### src/source/des_params.svh
`ifndef DES_PARAMS_SVH
`define DES_PARAMS_SVH

// bus geometry
`define DES_WB_ADDR_W 4
`define DES_WB_DATA_W 32

`define DES_ROUNDS 16

// register word addresses, _HI holds bits 63..32
`define DES_REG_KEY_HI 4'd0
`define DES_REG_KEY_LO 4'd1
`define DES_REG_IV_HI  4'd2
`define DES_REG_IV_LO  4'd3
`define DES_REG_CT_HI  4'd4
`define DES_REG_CT_LO  4'd5
`define DES_REG_PT_HI  4'd6
`define DES_REG_PT_LO  4'd7
`define DES_REG_STATUS 4'd8

`endif
### src/source/des_pkg.sv
package des_pkg;

  typedef logic [63:0] des_block_t;
  typedef logic [31:0] des_half_t;
  typedef logic [47:0] des_subkey_t;
  typedef logic [27:0] des_cd_t;

  // tables are 1-based with bit 1 as the msb, unused tail entries are zero
  typedef byte unsigned perm_tbl_t [64];
  typedef logic [3:0] sbox_tbl_t [8][4][16];

  localparam perm_tbl_t IP_TABLE = '{
    58, 50, 42, 34, 26, 18, 10, 2, 60, 52, 44, 36, 28, 20, 12, 4,
    62, 54, 46, 38, 30, 22, 14, 6, 64, 56, 48, 40, 32, 24, 16, 8,
    57, 49, 41, 33, 25, 17, 9, 1, 59, 51, 43, 35, 27, 19, 11, 3,
    61, 53, 45, 37, 29, 21, 13, 5, 63, 55, 47, 39, 31, 23, 15, 7};

  localparam perm_tbl_t FP_TABLE = '{
    40, 8, 48, 16, 56, 24, 64, 32, 39, 7, 47, 15, 55, 23, 63, 31,
    38, 6, 46, 14, 54, 22, 62, 30, 37, 5, 45, 13, 53, 21, 61, 29,
    36, 4, 44, 12, 52, 20, 60, 28, 35, 3, 43, 11, 51, 19, 59, 27,
    34, 2, 42, 10, 50, 18, 58, 26, 33, 1, 41, 9, 49, 17, 57, 25};

  localparam perm_tbl_t E_TABLE = '{
    32, 1, 2, 3, 4, 5, 4, 5, 6, 7, 8, 9, 8, 9, 10, 11,
    12, 13, 12, 13, 14, 15, 16, 17, 16, 17, 18, 19, 20, 21, 20, 21,
    22, 23, 24, 25, 24, 25, 26, 27, 28, 29, 28, 29, 30, 31, 32, 1,
    0, 0, 0, 0, 0, 0, 0, 0, 0, 0, 0, 0, 0, 0, 0, 0};

  localparam perm_tbl_t P_TABLE = '{
    16, 7, 20, 21, 29, 12, 28, 17, 1, 15, 23, 26, 5, 18, 31, 10,
    2, 8, 24, 14, 32, 27, 3, 9, 19, 13, 30, 6, 22, 11, 4, 25,
    0, 0, 0, 0, 0, 0, 0, 0, 0, 0, 0, 0, 0, 0, 0, 0,
    0, 0, 0, 0, 0, 0, 0, 0, 0, 0, 0, 0, 0, 0, 0, 0};

  localparam perm_tbl_t PC1_TABLE = '{
    57, 49, 41, 33, 25, 17, 9, 1, 58, 50, 42, 34, 26, 18, 10, 2,
    59, 51, 43, 35, 27, 19, 11, 3, 60, 52, 44, 36, 63, 55, 47, 39,
    31, 23, 15, 7, 62, 54, 46, 38, 30, 22, 14, 6, 61, 53, 45, 37,
    29, 21, 13, 5, 28, 20, 12, 4, 0, 0, 0, 0, 0, 0, 0, 0};

  localparam perm_tbl_t PC2_TABLE = '{
    14, 17, 11, 24, 1, 5, 3, 28, 15, 6, 21, 10, 23, 19, 12, 4,
    26, 8, 16, 7, 27, 20, 13, 2, 41, 52, 31, 37, 47, 55, 30, 40,
    51, 45, 33, 48, 44, 49, 39, 56, 34, 53, 46, 42, 50, 36, 29, 32,
    0, 0, 0, 0, 0, 0, 0, 0, 0, 0, 0, 0, 0, 0, 0, 0};

  // left rotations per encryption round
  localparam logic [1:0] SHIFT_TABLE [16] = '{1, 1, 2, 2, 2, 2, 2, 2, 1, 2, 2, 2, 2, 2, 2, 1};

  localparam sbox_tbl_t SBOX_TABLE = '{
    '{'{14, 4, 13, 1, 2, 15, 11, 8, 3, 10, 6, 12, 5, 9, 0, 7},
      '{0, 15, 7, 4, 14, 2, 13, 1, 10, 6, 12, 11, 9, 5, 3, 8},
      '{4, 1, 14, 8, 13, 6, 2, 11, 15, 12, 9, 7, 3, 10, 5, 0},
      '{15, 12, 8, 2, 4, 9, 1, 7, 5, 11, 3, 14, 10, 0, 6, 13}},
    '{'{15, 1, 8, 14, 6, 11, 3, 4, 9, 7, 2, 13, 12, 0, 5, 10},
      '{3, 13, 4, 7, 15, 2, 8, 14, 12, 0, 1, 10, 6, 9, 11, 5},
      '{0, 14, 7, 11, 10, 4, 13, 1, 5, 8, 12, 6, 9, 3, 2, 15},
      '{13, 8, 10, 1, 3, 15, 4, 2, 11, 6, 7, 12, 0, 5, 14, 9}},
    '{'{10, 0, 9, 14, 6, 3, 15, 5, 1, 13, 12, 7, 11, 4, 2, 8},
      '{13, 7, 0, 9, 3, 4, 6, 10, 2, 8, 5, 14, 12, 11, 15, 1},
      '{13, 6, 4, 9, 8, 15, 3, 0, 11, 1, 2, 12, 5, 10, 14, 7},
      '{1, 10, 13, 0, 6, 9, 8, 7, 4, 15, 14, 3, 11, 5, 2, 12}},
    '{'{7, 13, 14, 3, 0, 6, 9, 10, 1, 2, 8, 5, 11, 12, 4, 15},
      '{13, 8, 11, 5, 6, 15, 0, 3, 4, 7, 2, 12, 1, 10, 14, 9},
      '{10, 6, 9, 0, 12, 11, 7, 13, 15, 1, 3, 14, 5, 2, 8, 4},
      '{3, 15, 0, 6, 10, 1, 13, 8, 9, 4, 5, 11, 12, 7, 2, 14}},
    '{'{2, 12, 4, 1, 7, 10, 11, 6, 8, 5, 3, 15, 13, 0, 14, 9},
      '{14, 11, 2, 12, 4, 7, 13, 1, 5, 0, 15, 10, 3, 9, 8, 6},
      '{4, 2, 1, 11, 10, 13, 7, 8, 15, 9, 12, 5, 6, 3, 0, 14},
      '{11, 8, 12, 7, 1, 14, 2, 13, 6, 15, 0, 9, 10, 4, 5, 3}},
    '{'{12, 1, 10, 15, 9, 2, 6, 8, 0, 13, 3, 4, 14, 7, 5, 11},
      '{10, 15, 4, 2, 7, 12, 9, 5, 6, 1, 13, 14, 0, 11, 3, 8},
      '{9, 14, 15, 5, 2, 8, 12, 3, 7, 0, 4, 10, 1, 13, 11, 6},
      '{4, 3, 2, 12, 9, 5, 15, 10, 11, 14, 1, 7, 6, 0, 8, 13}},
    '{'{4, 11, 2, 14, 15, 0, 8, 13, 3, 12, 9, 7, 5, 10, 6, 1},
      '{13, 0, 11, 7, 4, 9, 1, 10, 14, 3, 5, 12, 2, 15, 8, 6},
      '{1, 4, 11, 13, 12, 3, 7, 14, 10, 15, 6, 8, 0, 5, 9, 2},
      '{6, 11, 13, 8, 1, 4, 10, 7, 9, 5, 0, 15, 14, 2, 3, 12}},
    '{'{13, 2, 8, 4, 6, 15, 11, 1, 10, 9, 3, 14, 5, 0, 12, 7},
      '{1, 15, 13, 8, 10, 3, 7, 4, 12, 5, 6, 11, 0, 14, 9, 2},
      '{7, 11, 4, 1, 9, 12, 14, 2, 0, 6, 10, 13, 15, 3, 5, 8},
      '{2, 1, 14, 7, 4, 10, 8, 13, 15, 12, 9, 0, 3, 5, 6, 11}}};

  // in_w-bit value in din[in_w-1:0] to out_w-bit value in the low bits of the result
  function automatic des_block_t permute(des_block_t din, int in_w, perm_tbl_t tbl, int out_w);
    des_block_t dout;
    dout = '0;
    for (int i = 0; i < 64; i++)
    begin
      if (i < out_w)
      begin
        dout[out_w - 1 - i] = din[in_w - tbl[i]];
      end
    end
    return dout;
  endfunction

  function automatic des_half_t feistel_f(des_half_t r, des_subkey_t k);
    des_block_t t;
    des_subkey_t x;
    des_half_t s;
    logic [5:0] b;
    t = permute({32'b0, r}, 32, E_TABLE, 48);
    x = t[47:0] ^ k;
    for (int i = 0; i < 8; i++)
    begin
      // outer bits pick the row, inner four the column
      b = x[47 - 6 * i -: 6];
      s[31 - 4 * i -: 4] = SBOX_TABLE[i][{b[5], b[0]}][b[4:1]];
    end
    t = permute({32'b0, s}, 32, P_TABLE, 32);
    return t[31:0];
  endfunction

endpackage

### src/source/des_req_if.sv
interface des_req_if;
  import des_pkg::*;

  logic       start;
  des_block_t key;
  des_block_t block;
  logic       busy;

  modport issuer (
    output start,
    output key,
    output block,
    input  busy
  );

  modport engine (
    input  start,
    input  key,
    input  block,
    output busy
  );

  // chain only needs the ciphertext at start
  modport chain (
    input start,
    input block
  );

endinterface

### src/source/des_cbc_dec_top.sv
`include "des_params.svh"

module des_cbc_dec_top (
  input  logic                      clk,
  input  logic                      arst_n,
  input  logic                      wb_cyc,
  input  logic                      wb_stb,
  input  logic                      wb_we,
  input  logic [`DES_WB_ADDR_W-1:0] wb_adr,
  input  logic [`DES_WB_DATA_W-1:0] wb_dat_w,
  output logic [`DES_WB_DATA_W-1:0] wb_dat_r,
  output logic                      wb_ack
);
  import des_pkg::*;

  logic       iv_load;
  des_block_t iv;
  des_block_t plaintext;
  logic       done;
  logic       result_valid;
  des_block_t result;

  des_req_if req_if ();

  des_wb_slave u_wb_slave (
    .clk       (clk),
    .arst_n    (arst_n),
    .wb_cyc    (wb_cyc),
    .wb_stb    (wb_stb),
    .wb_we     (wb_we),
    .wb_adr    (wb_adr),
    .wb_dat_w  (wb_dat_w),
    .wb_dat_r  (wb_dat_r),
    .wb_ack    (wb_ack),
    .req       (req_if.issuer),
    .iv_load   (iv_load),
    .iv        (iv),
    .plaintext (plaintext),
    .done      (done)
  );

  des_round_engine u_round_engine (
    .clk          (clk),
    .arst_n       (arst_n),
    .req          (req_if.engine),
    .result_valid (result_valid),
    .result       (result)
  );

  cbc_chain u_cbc_chain (
    .clk          (clk),
    .arst_n       (arst_n),
    .req          (req_if.chain),
    .iv_load      (iv_load),
    .iv           (iv),
    .result_valid (result_valid),
    .result       (result),
    .plaintext    (plaintext),
    .done         (done)
  );

endmodule

### src/source/cbc_chain.sv
module cbc_chain (
  input  logic                clk,
  input  logic                arst_n,
  des_req_if.chain            req,
  input  logic                iv_load,
  input  des_pkg::des_block_t iv,
  input  logic                result_valid,
  input  des_pkg::des_block_t result,
  output des_pkg::des_block_t plaintext,
  output logic                done
);
  import des_pkg::*;

  des_block_t ct_q;
  des_block_t chain_q;

  // ciphertext of the block in flight, next chaining value
  always_ff @(posedge clk)
  begin
    if (req.start)
    begin
      ct_q <= req.block;
    end
  end

  always_ff @(posedge clk or negedge arst_n)
  begin
    if (!arst_n)
    begin
      chain_q   <= '0;
      plaintext <= '0;
      done      <= 1'b0;
    end
    else if (result_valid)
    begin
      plaintext <= result ^ chain_q;
      chain_q   <= ct_q;
      done      <= 1'b1;
    end
    else
    begin
      if (iv_load)
      begin
        chain_q <= iv;
      end
      if (req.start)
      begin
        done <= 1'b0;
      end
    end
  end

endmodule

### src/source/des_round_engine.sv
`include "des_params.svh"

module des_round_engine (
  input  logic                clk,
  input  logic                arst_n,
  des_req_if.engine           req,
  output logic                result_valid,
  output des_pkg::des_block_t result
);
  import des_pkg::*;

  localparam int ROUND_W = $clog2(`DES_ROUNDS);
  localparam logic [ROUND_W-1:0] LAST_ROUND = ROUND_W'(`DES_ROUNDS - 1);

  logic               busy_q;
  logic [ROUND_W-1:0] rnd_q;
  des_half_t          l_q;
  des_half_t          r_q;
  des_half_t          f_out;
  des_subkey_t        subkey;
  des_block_t         ip_out;

  des_key_schedule u_key_schedule (
    .clk     (clk),
    .arst_n  (arst_n),
    .load    (req.start),
    .key     (req.key),
    .advance (busy_q),
    .subkey  (subkey)
  );

  assign ip_out = permute(req.block, 64, IP_TABLE, 64);
  assign f_out  = feistel_f(r_q, subkey);

  always_ff @(posedge clk or negedge arst_n)
  begin
    if (!arst_n)
    begin
      busy_q       <= 1'b0;
      rnd_q        <= '0;
      result_valid <= 1'b0;
    end
    else
    begin
      result_valid <= 1'b0;
      if (req.start)
      begin
        busy_q <= 1'b1;
        rnd_q  <= '0;
      end
      else if (busy_q)
      begin
        rnd_q <= rnd_q + 1'b1;
        // last round written this cycle, result visible next
        if (rnd_q == LAST_ROUND)
        begin
          busy_q       <= 1'b0;
          result_valid <= 1'b1;
        end
      end
    end
  end

  always_ff @(posedge clk)
  begin
    if (req.start)
    begin
      {l_q, r_q} <= ip_out;
    end
    else if (busy_q)
    begin
      l_q <= r_q;
      r_q <= l_q ^ f_out;
    end
  end

  // halves swapped before the final permutation
  assign result   = permute({r_q, l_q}, 64, FP_TABLE, 64);
  assign req.busy = busy_q;

  a_valid_after_busy: assert property (@(posedge clk) disable iff (!arst_n)
    result_valid |-> $past(busy_q));

endmodule

### src/source/des_key_schedule.sv
`include "des_params.svh"

module des_key_schedule (
  input  logic                  clk,
  input  logic                  arst_n,
  input  logic                  load,
  input  des_pkg::des_block_t   key,
  input  logic                  advance,
  output des_pkg::des_subkey_t  subkey
);
  import des_pkg::*;

  localparam int ROUND_W = $clog2(`DES_ROUNDS);
  localparam logic [ROUND_W-1:0] LAST_ROUND = ROUND_W'(`DES_ROUNDS - 1);

  logic [ROUND_W-1:0] idx_q;
  logic [1:0]         shift;
  des_cd_t            c_q;
  des_cd_t            d_q;
  des_block_t         pc1_out;
  des_block_t         pc2_out;

  function automatic des_cd_t rotr(des_cd_t v, logic [1:0] n);
    return (n == 2'd2) ? {v[1:0], v[27:2]} : {v[0], v[27:1]};
  endfunction

  // shifts walked backwards so the halves undo the encryption schedule
  assign shift   = SHIFT_TABLE[LAST_ROUND - idx_q];
  assign pc1_out = permute(key, 64, PC1_TABLE, 56);

  always_ff @(posedge clk or negedge arst_n)
  begin
    if (!arst_n)
    begin
      idx_q <= '0;
    end
    else if (load)
    begin
      idx_q <= '0;
    end
    else if (advance)
    begin
      idx_q <= idx_q + 1'b1;
    end
  end

  // the full schedule rotates by 28, so pc1 alone already gives k16
  always_ff @(posedge clk)
  begin
    if (load)
    begin
      c_q <= pc1_out[55:28];
      d_q <= pc1_out[27:0];
    end
    else if (advance)
    begin
      c_q <= rotr(c_q, shift);
      d_q <= rotr(d_q, shift);
    end
  end

  assign pc2_out = permute({8'b0, c_q, d_q}, 56, PC2_TABLE, 48);
  assign subkey  = pc2_out[47:0];

endmodule

### src/source/des_wb_slave.sv
`include "des_params.svh"

module des_wb_slave (
  input  logic                      clk,
  input  logic                      arst_n,
  input  logic                      wb_cyc,
  input  logic                      wb_stb,
  input  logic                      wb_we,
  input  logic [`DES_WB_ADDR_W-1:0] wb_adr,
  input  logic [`DES_WB_DATA_W-1:0] wb_dat_w,
  output logic [`DES_WB_DATA_W-1:0] wb_dat_r,
  output logic                      wb_ack,
  des_req_if.issuer                 req,
  output logic                      iv_load,
  output des_pkg::des_block_t       iv,
  input  des_pkg::des_block_t       plaintext,
  input  logic                      done
);
  import des_pkg::*;

  logic      wb_req;
  logic      wr_en;
  logic      start_q;
  des_half_t key_hi;
  des_half_t key_lo;
  des_half_t iv_hi;
  des_half_t iv_lo;
  des_half_t ct_hi;
  des_half_t ct_lo;

  assign wb_req = wb_cyc && wb_stb && !wb_ack;
  // every write is dropped while a block is in flight
  assign wr_en  = wb_req && wb_we && !req.busy;

  always_ff @(posedge clk or negedge arst_n)
  begin
    if (!arst_n)
    begin
      wb_ack  <= 1'b0;
      start_q <= 1'b0;
      iv_load <= 1'b0;
    end
    else
    begin
      wb_ack  <= wb_req;
      start_q <= wr_en && (wb_adr == `DES_REG_CT_LO);
      iv_load <= wr_en && (wb_adr == `DES_REG_IV_LO);
    end
  end

  always_ff @(posedge clk)
  begin
    if (wr_en)
    begin
      case (wb_adr)
        `DES_REG_KEY_HI: key_hi <= wb_dat_w;
        `DES_REG_KEY_LO: key_lo <= wb_dat_w;
        `DES_REG_IV_HI:  iv_hi  <= wb_dat_w;
        `DES_REG_IV_LO:  iv_lo  <= wb_dat_w;
        `DES_REG_CT_HI:  ct_hi  <= wb_dat_w;
        `DES_REG_CT_LO:  ct_lo  <= wb_dat_w;
        default: ;
      endcase
    end
  end

  // read data lines up with ack
  always_ff @(posedge clk)
  begin
    if (wb_req && !wb_we)
    begin
      case (wb_adr)
        `DES_REG_PT_HI:  wb_dat_r <= plaintext[63:32];
        `DES_REG_PT_LO:  wb_dat_r <= plaintext[31:0];
        `DES_REG_STATUS: wb_dat_r <= {{(`DES_WB_DATA_W - 2){1'b0}}, done, req.busy};
        default:         wb_dat_r <= '0;
      endcase
    end
  end

  assign req.start = start_q;
  assign req.key   = {key_hi, key_lo};
  assign req.block = {ct_hi, ct_lo};
  assign iv        = {iv_hi, iv_lo};

  a_ack_single: assert property (@(posedge clk) disable iff (!arst_n) wb_ack |=> !wb_ack);

  // engine must be idle whenever a new block is launched
  a_start_idle: assert property (@(posedge clk) disable iff (!arst_n) req.start |-> !req.busy);

endmodule

### config.mk
export PLATFORM = sky130hd
export DESIGN_NAME = des_cbc_dec_top
export DESIGN_NICKNAME = d
export VERILOG_FILES = /design/src/source/des_pkg.sv /design/src/source/des_req_if.sv /design/src/source/des_cbc_dec_top.sv /design/src/source/cbc_chain.sv /design/src/source/des_round_engine.sv /design/src/source/des_key_schedule.sv /design/src/source/des_wb_slave.sv
export VERILOG_INCLUDE_DIRS = /design/src /design/src/source
export SDC_FILE = /design/constraint.sdc
export NUM_CORES = 1
export LEC_CHECK = 0
export ABC_AREA = 1
export BUFFER_PORTS_ARGS = -buffer_cell sky130_fd_sc_hd__buf_4
export CORE_MARGIN = 3
export CORE_UTILIZATION = 60
export CTS_CLUSTER_SIZE = 30
export DETAILED_ROUTE_END_ITERATION = 10
export PLACE_DENSITY_LB_ADDON = 0.25
export SETUP_SLACK_MARGIN = 0.02
export SYNTH_ARGS = -nofsm -noshare
export SYNTH_HDL_FRONTEND = slang
export SYNTH_SLANG_ARGS = --single-unit
### constraint.sdc
create_clock -name clk -period 6.55 [get_ports clk]
set_input_delay 0.9825 -clock clk [delete_from_list [all_inputs] [get_ports clk]]
set_output_delay 0.9825 -clock clk [all_outputs]
set_load 0.01 [all_outputs]
### Yosys cells after proc, flatten, opt, wreduce, memory -nomap -nowiden

Memory sizes are Yosys's and may differ from the RTL's.
Index checks and enable logic that the tools add are counted.

* order comparisons: 17
* bitwise logic cells: 20
* eq/ne operators: 10
* multipliers: 0
* reductions and logical operators: 20
* divide/modulo/power cells: 0
* add/subtract/negate cells: 3
* muxes and demuxes: 75
* shift-type cells: 0

Operator list (count)
* $mux W64: 18
* $bmux W64 S2: 8
* $mux W28: 6
* $bmux W4 S4: 8
* $mux W32: 4
* $pmux W32 S3: 1
* $mux W4: 20
* $xor A64 B64 Y64: 1
* $xor A48 B48 Y48: 1
* $ge A5 B5 Y1 const B: 9
* $not A4 Y5: 9
* $xor A32 B32 Y32: 1
* $ge A3 B3 Y1 const B: 8
* $not A2 Y3: 8
* $eq A4 B3 Y1 const B: 4
* $reduce_and A2 Y1: 6
* $add A4 B1 Y4 const B: 2
* $eq A4 B2 Y1 const B: 2
* $eq A4 B4 Y1 const B: 2
* $mux W1: 8
* $logic_and A1 B1 Y1: 7
* $reduce_bool A2 Y1: 3
* $eq A4 B1 Y1 const B: 1
* $logic_not A4 Y1: 1
* 4 further kinds: 7

* word-level logic and storage cells: 168
* memories kept: 1
* memory bits (writable): 0
* flip-flop bits (word level): 550
* output and inout bits: 33
* bits in read-only memories: 32
* latch bits: 0

Memories
* (no name shown): depth 16, width 2, rd ports 1, clocked after memory_dff 0, write ports 0, line des_key_schedule.sv:28 `assign shift = SHIFT_TABLE[LAST_ROUND - idx_q];`

### Logic depth before layout (Yosys ltp)

* depth after elaboration: 11
* depth in mapped cells: 15
* mapped depth without buffers: 15

### Modules after synthesis

Synthesis repeated with hierarchy kept, for this count alone.

* cell total of the unflattened synthesis: 3330
* area, all modules: 28960.3 um^2

Modules (own cells, without submodules)
* des_round_engine: instances 1, cells each 1519, area an instance 9091.2 um^2
* cbc_chain: instances 1, cells each 942, area an instance 8316.7 um^2
* des_wb_slave: instances 1, cells each 364, area an instance 7667.4 um^2
* des_key_schedule: instances 1, cells each 505, area an instance 3885.0 um^2

### Least setup slack after synthesis

No wires, ideal clock.

* path kind: flip-flop to flip-flop
* start: register u_wb_slave.start_q (netlist: u_wb_slave.req.start)
* end: register u_round_engine.l_q[0] (enable)
* path slack: 1.415 ns
* stages on the path, launching flop included: 4
* path buffers: 1
* period minus slack after synthesis: 5.135 ns
* setup time: 0.484 ns
* required time: 6.066 ns
* data arrival time: 4.651 ns
* cell sequence: dfrtp_1 -> inv_2 -> clkbuf_1 -> nand2_1

* longest elaborated chain between the ends: 1

RTL lines
* from (decl): line des_wb_slave.sv:23 `logic start_q;`
* from (signal assigned): line des_wb_slave.sv:46 `` start_q <= wr_en && (wb_adr == `DES_REG_CT_LO); ``
* $reduce_bool A2 Y1 (no source line)
* to (signal assigned): line des_round_engine.sv:68 `{l_q, r_q} <= ip_out;`
* to (signal assigned): line des_round_engine.sv:72 `l_q <= r_q;`
* to (decl): line des_round_engine.sv:17 `des_half_t l_q;`

No other way between the ends.
A chain may end at the register's enable or synchronous reset.

### Final worst setup path

* start: register u_wb_slave.start_q (netlist: u_wb_slave.req.start)
* end: register u_round_engine.r_q[13] (enable)

* longest elaborated chain between the ends: 1

RTL lines
* $reduce_bool A2 Y1 (no source line)
* to (signal assigned): line des_round_engine.sv:68
* to (signal assigned): line des_round_engine.sv:73 `r_q <= l_q ^ f_out;`
* to (decl): line des_round_engine.sv:18 `des_half_t r_q;`

No other way between the ends.

==> results.sh <==
export IMPL_cts_setup_buffers=0
export IMPL_die_area_um2=47400
export IMPL_finalSetupViolCount=0
export IMPL_slowest_stage="nand2_4"
export IMPL_yosys_warnings=0
export IMPL_reg2reg_depth=3
export IMPL_clk_latency_ns=0.59
export IMPL_setup_tns_final_ns=0
export IMPL_hold_viol_final=0
export IMPL_hp_class="in -> async"
export IMPL_io_buffers=73
export IMPL_start_kind="register"
export IMPL_fmax_ghz=0.316
export IMPL_rows=76
export IMPL_drv_cap=0
export IMPL_routed_wirelength_mm=77.2
export IMPL_syn_nets=2979
export IMPL_postCtsHoldBufs=0
export IMPL_clock_sinks=542
export IMPL_grt_antenna_before_repair=4
export IMPL_synthMostInstantiatedCell="nand2_1"
export IMPL_synth_distinct_cells=36
export IMPL_power_share_sequential=0.329
export IMPL_clock_path_buffers=3
export IMPL_layout_drive_gt1_share=0.0717
export IMPL_cpPeakStageDelay_ns=0.86
export IMPL_regToRegEndpoint="u_round_engine.r_q[13]"
export IMPL_cts_root_buffer="clkbuf_16"
export IMPL_peakVddDrop_uv=247
export IMPL_clockPowerShare=0.186
export IMPL_die_width_um=218
export IMPL_switching_share=0.459
export IMPL_drc_errors=0
export IMPL_ys_top_cells_by_count="nand2_1, nand3_1, edfxtp_1"
export IMPL_path_class="reg -> reg"
export IMPL_leakagePower_nw=12.2
export IMPL_yosysTopAreaCell="edfxtp_1"
export IMPL_finalNetCount=3008
export IMPL_finalClockSkew_ns=0.0286
export IMPL_placed_cell_area_um2=27800
export IMPL_coreArea_um2=43600
export IMPL_grt_overflow_total=0
export IMPL_grt_max_degree=108
export IMPL_grt_usage=0.325
export IMPL_clkTransAtPathRegs_ns=0.06
export IMPL_die_height_um=218
export IMPL_cts_tree="yes"
export IMPL_tightest_slew_ns=1.20
export IMPL_r2r_start="u_wb_slave.req.start"
export IMPL_yosysTopAreaCellShare=0.447
export IMPL_ctsResizeCount=0
export IMPL_nFillCells=3378
export IMPL_arrival_ns=3.37
export IMPL_area_growth_pct=9.69
export IMPL_relSlewSlack=0.196
export IMPL_start_util=0.616
export IMPL_yosysSeqAreaShare=0.579
export IMPL_via_per_inst=6.04
export IMPL_synthesis_area_um2=26900
export IMPL_place_congestion=0.880
export IMPL_antenna_cells=0
export IMPL_combPwrFrac=0.485
export IMPL_drtIter0Drc=2750
export IMPL_ys_ff_latch=542
export IMPL_final_cell_area_um2=29500
export IMPL_synth_edf_count=400
export IMPL_outcome="finished clean"
export IMPL_powerDensity_nw_per_um2=548
export IMPL_drv_slew=0
export IMPL_grt_pass1_wl_mm=117
export IMPL_num_vias=21319
export IMPL_whs_ns=0.446
export IMPL_rrSetupSlack_ns=3.39
export IMPL_io_pins=74
export IMPL_first_pass_iters=7
export IMPL_wl_per_cell_um=21.9
export IMPL_syn_inst=2870
export IMPL_grt_pass1_vias=19704
export IMPL_switching_power_mw=7.42
export IMPL_dp_hpwl_mm=51.8
export IMPL_worstPathMaxFanout=72
export IMPL_synthFlopType="edfxtp_1"
export IMPL_netlist_top_cells_area="edfxtp_1, nand2_1, dfrtp_1"
export IMPL_rsz0062_at_grt="no"
export IMPL_internal_power_mw=8.75
export IMPL_fin_crit_sh=0.483
export IMPL_async_flop_share=0.262
export IMPL_htreeDepth=2
export IMPL_ant_nets=0
export IMPL_avgSynthCellArea_um2=9.37
export IMPL_cts_buffers=52
export IMPL_crit_chain="inv_4, nand2_4, buf_4"
export IMPL_final_min_clock_period_ns=3.16
export IMPL_cp_required_ns=6.75
export IMPL_critPathCaptureType="register"
==> flip-flops by register name (all words and copies together) (netlist names), 32 cells and up <==
register and cells:
u_cbc_chain.chain_q 64, u_cbc_chain.ct_q 64, u_cbc_chain.plaintext 64, u_round_engine.l_q 32, u_round_engine.r_q 32, u_wb_slave.ct_hi 32
u_wb_slave.ct_lo 32, u_wb_slave.iv_hi 32, u_wb_slave.iv_lo 32, u_wb_slave.wb_dat_r 32
==> layer usage <==
metal	vias up	GRT usage	wire, µm
li1	9676	-	-
met1	10160	0.462	30000
met2	1333	0.474	33200
met3	146	0.102	10900
met4	4	0.121	3050
met5	-	0	17
==> cell type report <==
class	instances	area, µm²	area share
Clock buffer	75	1470	0.0498
Clock inverter	23	225	0.00764
Inverter	284	1070	0.0364
Multi-Input combinational cell	1927	9720	0.330
Sequential cell	542	15600	0.528
Tap cell	585	732	0.0248
Timing Repair Buffer	92	694	0.0236
==> logic make-up after synthesis <==
logic type / share of synthesized area
buffers and inverters: 0.0613
XOR/XNOR: 0.0337
AND/OR/NAND/NOR: 0.237
AO/OA/AOI/OAI: 0.0574
flip-flops: 0.579
adder cells (fa/ha/maj): 0.0317
==> per-stage QoR <==
stage,total power [mW],util,worst slack [ns],std cells
2_1_floorplan,10.8,-,1.41,2870
3_3_place_gp,12.8,0.637,3.46,3430
3_5_place_dp,13.0,0.637,3.42,3430
4_1_cts,16.0,0.676,3.38,3528
5_1_grt,17.3,0.676,3.23,3528
6_report,16.2,0.676,3.39,3528
==> worst max path at each step <==
stage	start	end	cells past startpoint
finish	u_wb_slave.req.start	u_round_engine.r_q[13]	3
global placement	wb_cyc	u_wb_slave.key_hi[22]	6
detailed placement	wb_cyc	u_wb_slave.key_hi[18]	6
global route	u_round_engine.u_key_schedule.idx_q[1]	u_round_engine.u_key_schedule.d_q[5]	10
CTS	u_wb_slave.req.start	u_round_engine.r_q[4]	3
floorplan	u_wb_slave.req.start	u_round_engine.l_q[0]	3
==> layout by cell type, fill, tap and decap left out, types with 2 or more instances in the layout <==
master | netlist | routed
ha_1 | 68 | 68
buf_4 | 6 | 91
o211ai_1 | 64 | 64
dfrtp_2 | 0 | 2
inv_1 | 279 | 278
nand2_1 | 947 | 945
xnor2_1 | 77 | 77
clkinv_2 | 0 | 9
nor2_4 | 0 | 2
o22ai_1 | 30 | 30
nand3_1 | 475 | 475
nor3_2 | 0 | 5
xnor2_2 | 6 | 6
clkinvlp_4 | 0 | 2
clkbuf_8 | 2 | 6
a31oi_1 | 56 | 56
nand2_2 | 2 | 3
nor3_1 | 8 | 3
inv_6 | 0 | 3
inv_2 | 5 | 4
a21oi_1 | 9 | 9
o221ai_1 | 2 | 2
edfxtp_1 | 400 | 400
nor2_1 | 66 | 64
bufinv_16 | 0 | 4
clkinv_1 | 0 | 5
xor2_2 | 6 | 6
o21ai_0 | 90 | 90
nand4_1 | 4 | 4
clkbuf_1 | 67 | 16
dfrtp_1 | 142 | 139
nand3_2 | 8 | 8
clkbuf_16 | 0 | 53
==> power groups by stage <==
| stage | combinational, mW | sequential (mW) | clock (mW) |
|---|---|---|---|
| final | 7.84 | 5.32 | 3.00 |
| after global routing | 8.79 | 5.35 | 3.16 |
| after CTS | 7.69 | 5.28 | 3.03 |
| after detailed placement | 7.62 | 5.34 | 0 |
| after global placement | 7.47 | 5.32 | 0 |
| after floorplan | 5.79 | 5.03 | 0 |
==> critical path, delay by kind of cell, from the launching register on <==
kind | cells | cell delay [ns]
simple gates | 1 | 0.86
buf+inv | 2 | 1.04
flops | 1 | 0.78
(Power assumes the default switching activity.)
